`src/include/bridge_defs.svh`:
```
/*
 * Bus widths, line geometry and AXI ids of the cache bridge.
 * Included by both packages, the burst engines and the testbench.
 */
`ifndef BRIDGE_DEFS_SVH
`define BRIDGE_DEFS_SVH

// address and data beat widths
`define ADDR_W      32
`define DATA_W      32

// words per cache line, one AXI beat each
`define LINE_WORDS  4

// AXI id width and the ids used by each engine
`define AXI_ID_W    4
`define REFILL_ID   1
`define WB_ID       1

`endif

```
`src/logic/axi_pkg.sv`:
```
/*
 * AXI channel payload types for the single master port.
 * Valid and ready travel beside these structs as plain logic.
 */
`include "bridge_defs.svh"

package axi_pkg;

    typedef enum logic [1:0] {
        BURST_FIXED = 2'b00,
        BURST_INCR  = 2'b01,
        BURST_WRAP  = 2'b10
    } axi_burst_e;

    typedef logic [`AXI_ID_W-1:0] axi_id_t;
    // 4-bit burst length, enough for one line
    typedef logic [3:0]           axi_len_t;

    // shared by AR and AW
    typedef struct packed {
        axi_id_t            id;
        logic [`ADDR_W-1:0] addr;
        axi_len_t           len;
        logic [2:0]         size;
        axi_burst_e         burst;
    } axi_addr_t;

    typedef struct packed {
        axi_id_t            id;
        logic [`DATA_W-1:0] data;
        logic [1:0]         resp;
        logic               last;
    } axi_r_t;

    typedef struct packed {
        logic [`DATA_W-1:0]   data;
        logic [`DATA_W/8-1:0] strb;
        logic                 last;
    } axi_w_t;

    typedef struct packed {
        axi_id_t    id;
        logic [1:0] resp;
    } axi_b_t;

endpackage

```
`src/logic/cache_pkg.sv`:
```
/*
 * Cache-side types: the request opcode, the line and the request struct.
 * The cache holds a cache_req_t stable while its req is high.
 */
`include "bridge_defs.svh"

package cache_pkg;

    typedef enum logic {
        OP_REFILL    = 1'b0,
        OP_WRITEBACK = 1'b1
    } cache_op_e;

    // word 0 sits at the line address
    typedef logic [`LINE_WORDS-1:0][`DATA_W-1:0] cache_line_t;

    typedef struct packed {
        cache_op_e          op;
        logic [`ADDR_W-1:0] line_addr;
        // only meaningful for a writeback
        cache_line_t        wline;
    } cache_req_t;

endpackage

```
`src/logic/cache_req_port.sv`:
```
/*
 * Four-phase req/ack port toward the data cache.
 * Latches one request, fires the matching burst engine and acks
 * once that engine is done. Ack stays up until req falls.
 */
`include "bridge_defs.svh"

module cache_req_port (
    input  logic                   clk,
    input  logic                   rst_n,
    input  logic                   req,
    input  cache_pkg::cache_req_t  cache_req,
    output logic                   ack,
    output logic                   start_refill,
    output logic                   start_wb,
    output logic [`ADDR_W-1:0]     line_addr,
    output cache_pkg::cache_line_t wb_line,
    input  logic                   refill_done,
    input  logic                   wb_done
);
    import cache_pkg::*;

    typedef enum logic [1:0] {
        ST_IDLE,
        ST_BUSY,
        ST_ACKED
    } port_state_e;

    port_state_e state;
    port_state_e state_next;
    cache_op_e   op_q;
    logic        take;
    logic        op_done;

    // new request seen while idle
    assign take    = (state == ST_IDLE) && req;
    assign op_done = (op_q == OP_REFILL) ? refill_done : wb_done;
    assign ack     = (state == ST_ACKED);

    always_comb begin
        state_next = state;
        unique case (state)
            ST_IDLE: begin
                if (req) begin
                    state_next = ST_BUSY;
                end
            end
            ST_BUSY: begin
                if (op_done) begin
                    state_next = ST_ACKED;
                end
            end
            // hold ack until the cache drops req
            ST_ACKED: begin
                if (!req) begin
                    state_next = ST_IDLE;
                end
            end
            default: state_next = ST_IDLE;
        endcase
    end

    always_ff @(posedge clk) begin
        if (!rst_n) begin
            state        <= ST_IDLE;
            op_q         <= OP_REFILL;
            start_refill <= 1'b0;
            start_wb     <= 1'b0;
        end else begin
            state        <= state_next;
            start_refill <= take && (cache_req.op == OP_REFILL);
            start_wb     <= take && (cache_req.op == OP_WRITEBACK);
            if (take) begin
                op_q <= cache_req.op;
            end
        end
    end

    // request payload, captured on the accepting edge
    always_ff @(posedge clk) begin
        if (take) begin
            line_addr <= cache_req.line_addr;
            wb_line   <= cache_req.wline;
        end
    end

endmodule

```
`src/logic/line_refill_engine.sv`:
```
/*
 * Read-burst engine for a line refill.
 * One INCR burst of LINE_WORDS beats, each stored at its beat index.
 */
`include "bridge_defs.svh"

module line_refill_engine (
    input  logic                   clk,
    input  logic                   rst_n,
    input  logic                   start,
    input  logic [`ADDR_W-1:0]     line_addr,
    output axi_pkg::axi_addr_t     ar,
    output logic                   ar_valid,
    input  logic                   ar_ready,
    input  axi_pkg::axi_r_t        r,
    input  logic                   r_valid,
    output logic                   r_ready,
    output cache_pkg::cache_line_t rline,
    output logic                   done
);
    import axi_pkg::*;

    localparam int CNT_W = (`LINE_WORDS > 1) ? $clog2(`LINE_WORDS) : 1;

    typedef enum logic [1:0] {IDLE, ADDR, DATA, FINISH} rd_state_e;

    rd_state_e  state;
    rd_state_e  state_next;
    logic [CNT_W-1:0] beat_cnt;
    logic       beat;

    assign beat     = (state == DATA) && r_valid;
    assign ar_valid = (state == ADDR);
    assign r_ready  = (state == DATA);
    assign done     = (state == FINISH);

    // fixed burst shape, 4-byte beats
    always_comb begin
        ar.id    = axi_id_t'(`REFILL_ID);
        ar.addr  = line_addr;
        ar.len   = axi_len_t'(`LINE_WORDS - 1);
        ar.size  = 3'd2;
        ar.burst = BURST_INCR;
    end

    always_comb begin
        state_next = state;
        unique case (state)
            IDLE:    if (start) state_next = ADDR;
            ADDR:    if (ar_ready) state_next = DATA;
            DATA:    if (beat && r.last) state_next = FINISH;
            FINISH:  state_next = IDLE;
            default: state_next = IDLE;
        endcase
    end

    always_ff @(posedge clk) begin
        if (!rst_n) begin
            state    <= IDLE;
            beat_cnt <= '0;
        end else begin
            state <= state_next;
            if (state == ADDR) begin
                beat_cnt <= '0;
            end else if (beat) begin
                beat_cnt <= beat_cnt + 1'b1;
            end
        end
    end

    always_ff @(posedge clk) begin
        if (beat) begin
            rline[beat_cnt] <= r.data;
        end
    end

endmodule

```
`src/logic/line_writeback_engine.sv`:
```
/*
 * Write-burst engine for a line writeback.
 * Sends AW, then LINE_WORDS W beats with full strobes, then waits
 * for the B response before signalling done.
 */
`include "bridge_defs.svh"

module line_writeback_engine (
    input  logic                   clk,
    input  logic                   rst_n,
    input  logic                   start,
    input  logic [`ADDR_W-1:0]     line_addr,
    input  cache_pkg::cache_line_t wb_line,
    output axi_pkg::axi_addr_t     aw,
    output logic                   aw_valid,
    input  logic                   aw_ready,
    output axi_pkg::axi_w_t        w,
    output logic                   w_valid,
    input  logic                   w_ready,
    input  axi_pkg::axi_b_t        b,
    input  logic                   b_valid,
    output logic                   b_ready,
    output logic                   done
);
    import axi_pkg::*;

    localparam int CNT_W = (`LINE_WORDS > 1) ? $clog2(`LINE_WORDS) : 1;

    typedef enum logic [2:0] {IDLE, ADDR, DATA, RESP, FINISH} wb_state_e;

    wb_state_e  state;
    wb_state_e  state_next;
    logic [CNT_W-1:0] beat_cnt;
    logic       w_fire;

    assign w_fire   = w_valid && w_ready;
    assign aw_valid = (state == ADDR);
    assign w_valid  = (state == DATA);
    assign b_ready  = (state == RESP);
    assign done     = (state == FINISH);

    always_comb begin
        aw.id    = axi_id_t'(`WB_ID);
        aw.addr  = line_addr;
        aw.len   = axi_len_t'(`LINE_WORDS - 1);
        aw.size  = 3'd2;
        aw.burst = BURST_INCR;
    end

    // beat data follows the counter, so it holds under back-pressure
    always_comb begin
        w.data = wb_line[beat_cnt];
        w.strb = '1;
        w.last = (beat_cnt == CNT_W'(`LINE_WORDS - 1));
    end

    always_comb begin
        state_next = state;
        unique case (state)
            IDLE:    if (start) state_next = ADDR;
            ADDR:    if (aw_ready) state_next = DATA;
            DATA:    if (w_fire && w.last) state_next = RESP;
            // response code is not inspected
            RESP:    if (b_valid) state_next = FINISH;
            FINISH:  state_next = IDLE;
            default: state_next = IDLE;
        endcase
    end

    always_ff @(posedge clk) begin
        if (!rst_n) begin
            state    <= IDLE;
            beat_cnt <= '0;
        end else begin
            state <= state_next;
            if (state == ADDR) begin
                beat_cnt <= '0;
            end else if (w_fire) begin
                beat_cnt <= beat_cnt + 1'b1;
            end
        end
    end

endmodule

```
`src/logic/cache_axi_bridge.sv`:
```
/*
 * Top level of the data-cache AXI bridge.
 * Connects the request port to the refill and writeback engines,
 * which drive the AXI master channels directly.
 */
`include "bridge_defs.svh"

module cache_axi_bridge (
    input  logic                   clk,
    input  logic                   rst_n,
    input  logic                   req,
    input  cache_pkg::cache_req_t  cache_req,
    output logic                   ack,
    output cache_pkg::cache_line_t rline,
    output axi_pkg::axi_addr_t     ar,
    output logic                   ar_valid,
    input  logic                   ar_ready,
    input  axi_pkg::axi_r_t        r,
    input  logic                   r_valid,
    output logic                   r_ready,
    output axi_pkg::axi_addr_t     aw,
    output logic                   aw_valid,
    input  logic                   aw_ready,
    output axi_pkg::axi_w_t        w,
    output logic                   w_valid,
    input  logic                   w_ready,
    input  axi_pkg::axi_b_t        b,
    input  logic                   b_valid,
    output logic                   b_ready
);
    import cache_pkg::*;

    logic               start_refill;
    logic               start_wb;
    logic               refill_done;
    logic               wb_done;
    logic [`ADDR_W-1:0] line_addr;
    cache_line_t        wb_line;

    cache_req_port cache_req_port_i (
        .clk          (clk),
        .rst_n        (rst_n),
        .req          (req),
        .cache_req    (cache_req),
        .ack          (ack),
        .start_refill (start_refill),
        .start_wb     (start_wb),
        .line_addr    (line_addr),
        .wb_line      (wb_line),
        .refill_done  (refill_done),
        .wb_done      (wb_done)
    );

    line_refill_engine line_refill_engine_i (
        .clk       (clk),
        .rst_n     (rst_n),
        .start     (start_refill),
        .line_addr (line_addr),
        .ar        (ar),
        .ar_valid  (ar_valid),
        .ar_ready  (ar_ready),
        .r         (r),
        .r_valid   (r_valid),
        .r_ready   (r_ready),
        .rline     (rline),
        .done      (refill_done)
    );

    line_writeback_engine line_writeback_engine_i (
        .clk       (clk),
        .rst_n     (rst_n),
        .start     (start_wb),
        .line_addr (line_addr),
        .wb_line   (wb_line),
        .aw        (aw),
        .aw_valid  (aw_valid),
        .aw_ready  (aw_ready),
        .w         (w),
        .w_valid   (w_valid),
        .w_ready   (w_ready),
        .b         (b),
        .b_valid   (b_valid),
        .b_ready   (b_ready),
        .done      (wb_done)
    );

endmodule

```
`config.mk`:
```
export PLATFORM = sky130hd
export DESIGN_NAME = cache_axi_bridge
export DESIGN_NICKNAME = d
export VERILOG_FILES = /design/src/logic/axi_pkg.sv /design/src/logic/cache_pkg.sv /design/src/logic/cache_req_port.sv /design/src/logic/line_refill_engine.sv /design/src/logic/line_writeback_engine.sv /design/src/logic/cache_axi_bridge.sv
export VERILOG_INCLUDE_DIRS = /design/src /design/src/include
export SDC_FILE = /design/constraint.sdc
export NUM_CORES = 1
export LEC_CHECK = 0
export BUFFER_PORTS_ARGS = -buffer_cell sky130_fd_sc_hd__buf_2
export CAP_MARGIN = 20
export CORE_AREA = 10 10 176 178
export CTS_CLUSTER_SIZE = 10
export DETAILED_ROUTE_END_ITERATION = 16
export DIE_AREA = 0 0 186 188
export HOLD_SLACK_MARGIN = 0.08
export PLACE_DENSITY = 0.66
export SETUP_SLACK_MARGIN = 0.02
export SLEW_MARGIN = 20
export SYNTH_ARGS = -nofsm -noshare
export SYNTH_HDL_FRONTEND = slang
export SYNTH_SLANG_ARGS = --single-unit
```
`constraint.sdc`:
```
create_clock -name clk -period 12.95 [get_ports clk]
set_clock_uncertainty 0.15 [all_clocks]
set_input_delay 3.885 -clock clk [delete_from_list [all_inputs] [get_ports clk]]
set_output_delay 3.885 -clock clk [all_outputs]
set_load 0.02 [all_outputs]
```
# Word level (Yosys, flattened, before mapping)
# Cells that the tools add are included.
# totals
regBits	302
latch_bits	0
mem_bits_rw	0
rom_bits	0
word_cells	79
n_memories	0
# op_classes
addsub	2
mul	0
div	0
magnitude_cmp	3
n_eq_ne	20
n_shift	0
mux	19
n_bitwise	2
n_reduce_logical	16
# op_table
cell	count
$bwmux W128	1
$bmux W32 S2	1
$demux W32 S2	1
$mux W32	2
$mux W2	6
$mux W3	4
$ne A2 B2 Y1 const B	6
$pmux W3 S4	1
$eq A2 B2 Y1 const B	4
$logic_and A1 B1 Y1	8
$ne A2 B1 Y1 const B	4
$pmux W2 S4	1
$eq A3 B2 Y1 const B	2
$lt A2 B3 Y1 const B	2
$pmux W2 S3	1
$reduce_and A3 Y1	2
$add A2 B1 Y2 const B	2
$eq A2 B1 Y1 const B	2
$logic_not A2 Y1	2
$reduce_and A4 Y1	1
$reduce_or A2 Y1	2
$eq A3 B1 Y1 const B	1
$eq A3 B3 Y1 const B	1
$logic_not A3 Y1	1
other kinds (3)	4

# Depth between registers and ports, before layout
# Gate-level depths: netlist (run 1).
# depth
word_depth	5
ltp_mapped	5
depth_no_buf	5

# By module
# From an unflattened synthesis (run 1), not the netlist that was laid out.
# hier_totals
cells_unflattened	516
area_unflattened_um2	11070.6
# modules_own_cells
module	n_inst	cells_each	area_each_um2	seq_area_each_um2
cache_req_port	1	179	5033.6	4904.7
line_refill_engine	1	213	4528.1	3923.8
line_writeback_engine	1	124	1508.9	100.1

# Least setup slack after synthesis (run 1)
# OpenSTA, ideal clock, no wires.
# synth_path
kind	input to register
start	input port req
end	register cache_req_port_i.op_q
setup_time_ps	123
arrival_ps	10587
required_ps	12677
path_slack_ps	2090
stages	3
n_path_buf	0
cell_sequence	nor3b_2 -> mux2i_1 -> nor2b_1
# synth_between
elab_chain_len	1
# synth_lines
element	line	text
start: declaration	cache_axi_bridge.sv:11	input logic req,
$logic_and A1 B1 Y1	cache_req_port.sv:36	assign take = (state == ST_IDLE) && req;
end signal: assignment	cache_req_port.sv:74	op_q <= cache_req.op;
end: declaration	cache_req_port.sv:31	cache_op_e op_q;
# Every way passes these cells.
# A chain may end at the register's enable or synchronous reset.

==> impl_metrics.csv, run 1 <==
group,metric,value,unit
cells_and_area,fin_area,13900,um2
clocking,cts_sinks,302,
sta,max_slew_margin,31.9,%
power,comb_power_share,7.4,%
routing,met1_length,9900,um
routing,routed_wirelength,27800,um
power,swShare,21.4,%
power,seqPwrFrac,52.5,%
logic_synthesis,ys_seq_area_share,83.4,%
routing,drt_iter0_markers,279,
sta,rsz0062_at_grt,"no",
routing,firstDrtPassIters,4,
cells_and_area,fillers,2231,
routing,antenna_left,0,
min_path,hp-class,"flip-flop to flip-flop",
setup_path,critical_path_peak_fanout,34,
clocking,h-tree-depth,2,
clocking,cts.repair.resized,0,
floorplanning,core,27500,um2
sta,setup_viol,0,
setup_path,required,8.91,ns
clocking,root_buffer,"clkbuf_16",
cells_and_area,drive_gt1_share,56.1,%
setup_path,cp_data_arrival_time,2.17,ns
setup_path,startpoint,"line_writeback_engine_i.beat_cnt[0]",
setup_path,crit_path_max_incr_delay,0.62,ns
routing,highest_layer,"met5",
logic_synthesis,syn_inst,481,
routing,remaining_drc_errors,0,
sta,tns,0,ns
setup_path,critical-path-slowest-cell,"mux4_2",
place,dp.cells,1218,
logic_synthesis,synthTopCellsByArea,"edfxtp_1 (81%), mux4_2 (6.9%), buf_4 (4.3%)",
routing,wl_per_cell,21.9,um
status,status,"finished, final reports clean",
setup_path,reg2reg_from,"cache_req_port_i.state[1]",
grt,antenna_found_initial,9,
setup_path,crit_end,"w[8]",
floorplanning,die_width,186,um
routing,viasPerCell,4.59,
place,numPortBuffers,432,
grt,grt-ovfl-total,0,
logic_synthesis,ys_warn_count,0,
sta,drv_slew,0,
setup_path,crit_buf_inv,2,
floorplanning,rows,61,
logic_synthesis,synth.top_cell.area_share,80.8,%
cells_and_area,final_cell_mix,"buf_2 (432), edfxtp_1 (288), clkbuf_16 (36), mux4_2 (33), conb_1 (30)",
power,leakage,5.49,nW
power,power_frac_clock,40.1,%
routing,wl_met2,13800,um
clocking,numCtsBuffers,36,
power,switching_power,462,uW
clocking,clock_latency,0.49,ns
cells_and_area,synthToLayoutAreaGrowth,29.8,%
clocking,cts_tree,"built",
sta,fin_crit_sh,47.9,%
clocking,clock_path_buffers,3,
floorplanning,dieHeight,188,um
cells_and_area,multi_input_area,1320,um2
setup_path,reg2reg_setup_slack,10.32,ns
power,p_int,1.70,mW
grt,grt_pass1_vias,6306,
routing,wl_met3,3330,um
floorplanning,start_util,39.0,%
place,place_area,12900,um2
logic_synthesis,synth_area,10700,um2
sta,fmax,161,MHz
cells_and_area,fin_nets,1134,
sta,hold_viol_final,0,
cells_and_area,layout_commonest_cell,"buf_2",
place,dp_hpwl,21300,um
clocking,cts_post_setup_buffers_inserted,0,
logic_synthesis,syn_area_per_cell,22.3,um2
setup_path,critPathKind,"flip-flop to output pin",
grt,grt_pass1_wl,39400,um
power,p_per_area,156,nW/um2
setup_path,crit_chain,"buf_4, mux4_2, buf_2",
setup_path,crit_cells,3,
logic_synthesis,synth-seq-cells,302,
power,vdd_ir_drop_max,0.000100,V
clocking,holdBufCountCts,0,
cells_and_area,seqCellArea,8930,um2
clocking,path_clk_slew,0.05,ns
place,gp_congestion,0.757,
grt,grt_usage,15.0,%
setup_path,crit_family,"buffers and inverters",
setup_path,reg2reg_depth,3,
floorplanning,dieArea,35000,um2
logic_synthesis,yosys.area.top_type,"edfxtp_1",
routing,dr_total_vias,5816,
logic_synthesis,ys_types,29,
sta,tightest_slew,1.02,ns
setup_path,crit_path_end_kind,"output pin",
run,drv_cap,0,
sta,period_minus_slack,6.20,ns
grt,grt_max_degree,84,
setup_path,crit_path_start_kind,"flip-flop",
setup_path,worstReg2RegEnd,"cache_req_port_i.wb_line[53]",
cells_and_area,instances_no_fill,1267,
floorplanning,ioPinCount,475,
## per-layer routing
metal / up-vias / GRT usage [%]
li1: 2641 / -
met1: 2755 / 16.4
met2: 345 / 25.3
met3: 61 / 6.77
met4: 14 / 4.78
met5: - / 0
## synth_stat cells
cell type,n
a21oi_1,4
a222oi_1,1
and3_1,1
and3_2,4
and4bb_2,1
buf_2,5
buf_4,62
buf_6,4
clkbuf_1,2
clkinv_1,1
conb_1,2
dfxtp_1,14
edfxtp_1,288
ha_1,10
inv_1,6
mux2i_1,4
mux4_2,33
nand2_1,10
nand2b_1,6
nand3_1,2
nor2_1,8
nor2b_1,3
nor3_1,1
nor3b_1,3
nor3b_2,1
o21ai_0,1
o311a_1,1
o311ai_0,1
xnor2_1,2
## cells by family after synthesis
family                     Yosys count  share of synthesized area (%)
muxes                               37                           7.31
buffers and inverters               80                           5.32
and+or+nand+nor                     40                           2.08
xor gates and xnor gates             2                          0.164
other                                2                         0.0701
adders and majority gates           10                           1.17
DFF                                302                           83.4
AOI/OAI and AO/OA                    8                          0.502
## cell type report
cell class | instances | area share (%)
Clock buffer | 44 | 6.70
Tap cell | 346 | 3.12
Timing Repair Buffer | 436 | 15.8
Inverter | 7 | 0.189
Sequential cell | 302 | 64.3
Clock inverter | 3 | 0.396
Multi-Input combinational cell | 127 | 9.51
Antenna cell | 2 | 0.0360
## flip-flops by register name, summed over array words and instances, names as in the netlist
register                          cells
cache_req_port_i.state                2
line_writeback_engine_i.beat_cnt      2
line_refill_engine_i.rline          128
cache_req_port_i.line_addr           32
line_refill_engine_i.beat_cnt         2
cache_req_port_i.start_refill         1
cache_req_port_i.wb_line            128
cache_req_port_i.start_wb             1
cache_req_port_i.op_q                 1
line_writeback_engine_i.state         3
line_refill_engine_i.state            2
## how the worst min path moves through the flow
stage / startpoint / to / slack, ns / depth (start not counted)
detailed placement: line_refill_engine_i.state[1] / line_refill_engine_i.state[1] / 0.35 / 2
floorplan: line_refill_engine_i.beat_cnt[1] / line_refill_engine_i.beat_cnt[1] / 0.32 / 2
global route: line_refill_engine_i.beat_cnt[1] / line_refill_engine_i.beat_cnt[1] / 0.39 / 2
CTS: line_refill_engine_i.state[1] / line_refill_engine_i.state[1] / 0.35 / 2
finish: line_refill_engine_i.state[1] / line_refill_engine_i.state[1] / 0.35 / 2
global placement: line_refill_engine_i.state[1] / line_refill_engine_i.state[1] / 0.34 / 2
## worst reg2reg max path, cell delays in order (launching register included)
cell and delay [ns]:
dfxtp_1 0.36, nor3b_4 0.21, buf_4 0.55, buf_4 0.90
## power groups by stage
| stage | sequential, mW | combinational (mW) | clock (mW) |
|---|---|---|---|
| 6_report | 1.14 | 0.161 | 0.866 |
| 5_1_grt | 1.14 | 0.175 | 0.931 |
| 4_1_cts | 1.14 | 0.164 | 0.891 |
| 3_5_place_dp | 1.16 | 0.164 | 0 |
| 3_3_place_gp | 1.15 | 0.161 | 0 |
| 2_1_floorplan | 1.17 | 0.0875 | 0 |
## stage by stage
| step | util [%] | hold slack, ns | total power [mW] | setup WS [ns] |
|---|---|---|---|---|
| global placement | 47.0 | 0.337 | 1.32 | 6.73 |
| CTS | 50.6 | 0.354 | 2.19 | 6.65 |
| detailed placement | 47.0 | 0.346 | 1.32 | 6.71 |
| floorplan | - | 0.317 | 1.26 | 2.09 |
| finish | 50.6 | 0.347 | 2.16 | 6.75 |
| global route | 50.6 | 0.386 | 2.25 | 6.59 |
Power figures use the tool's default switching activity.
==> run 2, diff against run 1 <==
==> constraint.sdc (replaced) <==
create_clock -name clk -period 6.1 [get_ports clk]
set_clock_uncertainty 0.15 [all_clocks]
set_input_delay 1.83 -clock clk [delete_from_list [all_inputs] [get_ports clk]]
set_output_delay 1.83 -clock clk [all_outputs]
set_load 0.02 [all_outputs]
==> impl_metrics.csv, run 2 (same netlist as run 1, synthesis figures left out) <==
group,metric,value,unit
floorplanning,ioPinCount,475,
cells_and_area,layout_commonest_cell,"buf_2",
clocking,cts_tree,"built",
setup_path,crit_path_max_incr_delay,0.92,ns
grt,antenna_found_initial,4,
status,status,"finished, final reports clean",
cells_and_area,final_cell_mix,"buf_2 (432), edfxtp_1 (288), clkbuf_16 (37), mux4_2 (33), conb_1 (30)",
floorplanning,core,27500,um2
place,numPortBuffers,432,
floorplanning,dieArea,35000,um2
sta,rsz0062_at_grt,"no",
clocking,root_buffer,"clkbuf_16",
floorplanning,die_width,186,um
sta,fin_crit_sh,73.7,%
cells_and_area,instances_no_fill,1273,
setup_path,cp_data_arrival_time,2.51,ns
setup_path,critical-path-slowest-cell,"dfxtp_2",
routing,dr_total_vias,5835,
sta,tightest_slew,0.951,ns
floorplanning,start_util,39.0,%
run,drv_cap,0,
routing,wl_per_cell,21.8,um
sta,setup_viol,0,
setup_path,crit_path_start_kind,"flip-flop",
routing,drt_iter0_markers,260,
setup_path,crit_path_end_kind,"output pin",
place,place_area,12900,um2
clocking,h-tree-depth,2,
sta,drv_slew,0,
clocking,path_clk_slew,0.05,ns
sta,period_minus_slack,4.49,ns
place,dp_hpwl,21200,um
grt,grt_pass1_vias,6427,
setup_path,crit_family,"flip-flops",
routing,antenna_left,0,
cells_and_area,drive_gt1_share,56.0,%
cells_and_area,fin_nets,1136,
setup_path,required,4.12,ns
setup_path,crit_chain,"buf_4, mux4_2, buf_2",
power,vdd_ir_drop_max,0.000261,V
place,dp.cells,1220,
clocking,clock_latency,0.49,ns
sta,fmax,223,MHz
grt,grt-ovfl-total,0,
cells_and_area,synthToLayoutAreaGrowth,30.0,%
floorplanning,dieHeight,188,um
power,p_per_area,328,nW/um2
clocking,holdBufCountCts,0,
routing,routed_wirelength,27800,um
floorplanning,rows,61,
cells_and_area,fin_area,13900,um2
clocking,cts_sinks,302,
sta,max_slew_margin,36.5,%
place,gp_congestion,0.764,
grt,grt_usage,15.1,%
clocking,clock_path_buffers,3,
routing,firstDrtPassIters,4,
cells_and_area,reg_top3,"cache_req_port_i.wb_line: 128 flops, line_refill_engine_i.rline: 128 flops, cache_req_port_i.line_addr: 32 flops",
power,leakage,5.50,nW
sta,tns,0,ns
clocking,numCtsBuffers,36,
setup_path,critPathKind,"flip-flop to output pin",
grt,grt_max_degree,91,
setup_path,crit_buf_inv,2,
sta,hold_viol_final,0,
clocking,cts.repair.resized,0,
min_path,hp-class,"flip-flop to flip-flop",
setup_path,critical_path_peak_fanout,26,
clocking,cts_post_setup_buffers_inserted,0,
grt,grt_pass1_wl,39700,um
routing,viasPerCell,4.58,
routing,remaining_drc_errors,0,
==> run 2: worst paths after layout <==
check	slack, ns	cells after the start	from	end
hold reg to reg	0.35	2	line_refill_engine_i.beat_cnt[1]	line_refill_engine_i.beat_cnt[1]
setup reg to reg	3.85	2	cache_req_port_i.state[1]	cache_req_port_i.wb_line[64]
setup / recovery	1.61	3	line_writeback_engine_i.beat_cnt[0]	w[17]
hold / removal	0.35	2	line_refill_engine_i.beat_cnt[1]	line_refill_engine_i.beat_cnt[1]
==> run 2: power breakdown <==
group	internal (mW)	total, mW	switching, mW	leakage (nW)
Sequential	2.38	2.41	0.0330	2.80
Combinational	0.127	0.343	0.215	2.23
Clock	1.09	1.82	0.722	0.475
Total	3.60	4.57	0.970	5.50
==> run 2: cell type report <==
class                           instances  area, um2
Fill cell                            2274      13600
Clock buffer                           49        971
Multi-Input combinational cell        127       1320
Timing Repair Buffer                  438       2220
Clock inverter                          1       8.76
Inverter                                7       26.3
Tap cell                              346        433
Antenna cell                            3       7.51
Sequential cell                       302       8930
==> run 2: stage by stage <==
| stage | util, % | setup WS [ns] | hold WS [ns] | total power [mW] |
|---|---|---|---|---|
| floorplan | - | -0.504 | 0.317 | 2.67 |
| global placement | 47.1 | 2.00 | 0.338 | 2.80 |
| detailed placement | 47.1 | 2.03 | 0.339 | 2.80 |
| CTS | 50.6 | 1.49 | 0.347 | 4.63 |
| global route | 50.7 | 1.36 | 0.368 | 4.74 |
| finish | 50.7 | 1.61 | 0.350 | 4.57 |
==> run 2: tightest hold or removal path, delay by kind of cell, from the launching register on <==
kind / cells / cell delay, ns
AO/OA/AOI/OAI: 1 / 0.06
flip-flops: 1 / 0.33
AND/OR/NAND/NOR: 1 / 0.07
==> run 2: layer usage <==
metal  GRT usage [%]  routed length [um]  vias to the layer above
li1                -                   -                     2646
met1            15.9                9640                     2762
met2            25.5               13500                      370
met3            7.17                3690                       55
met4            6.20                 890                        2
met5               0                  13                        -
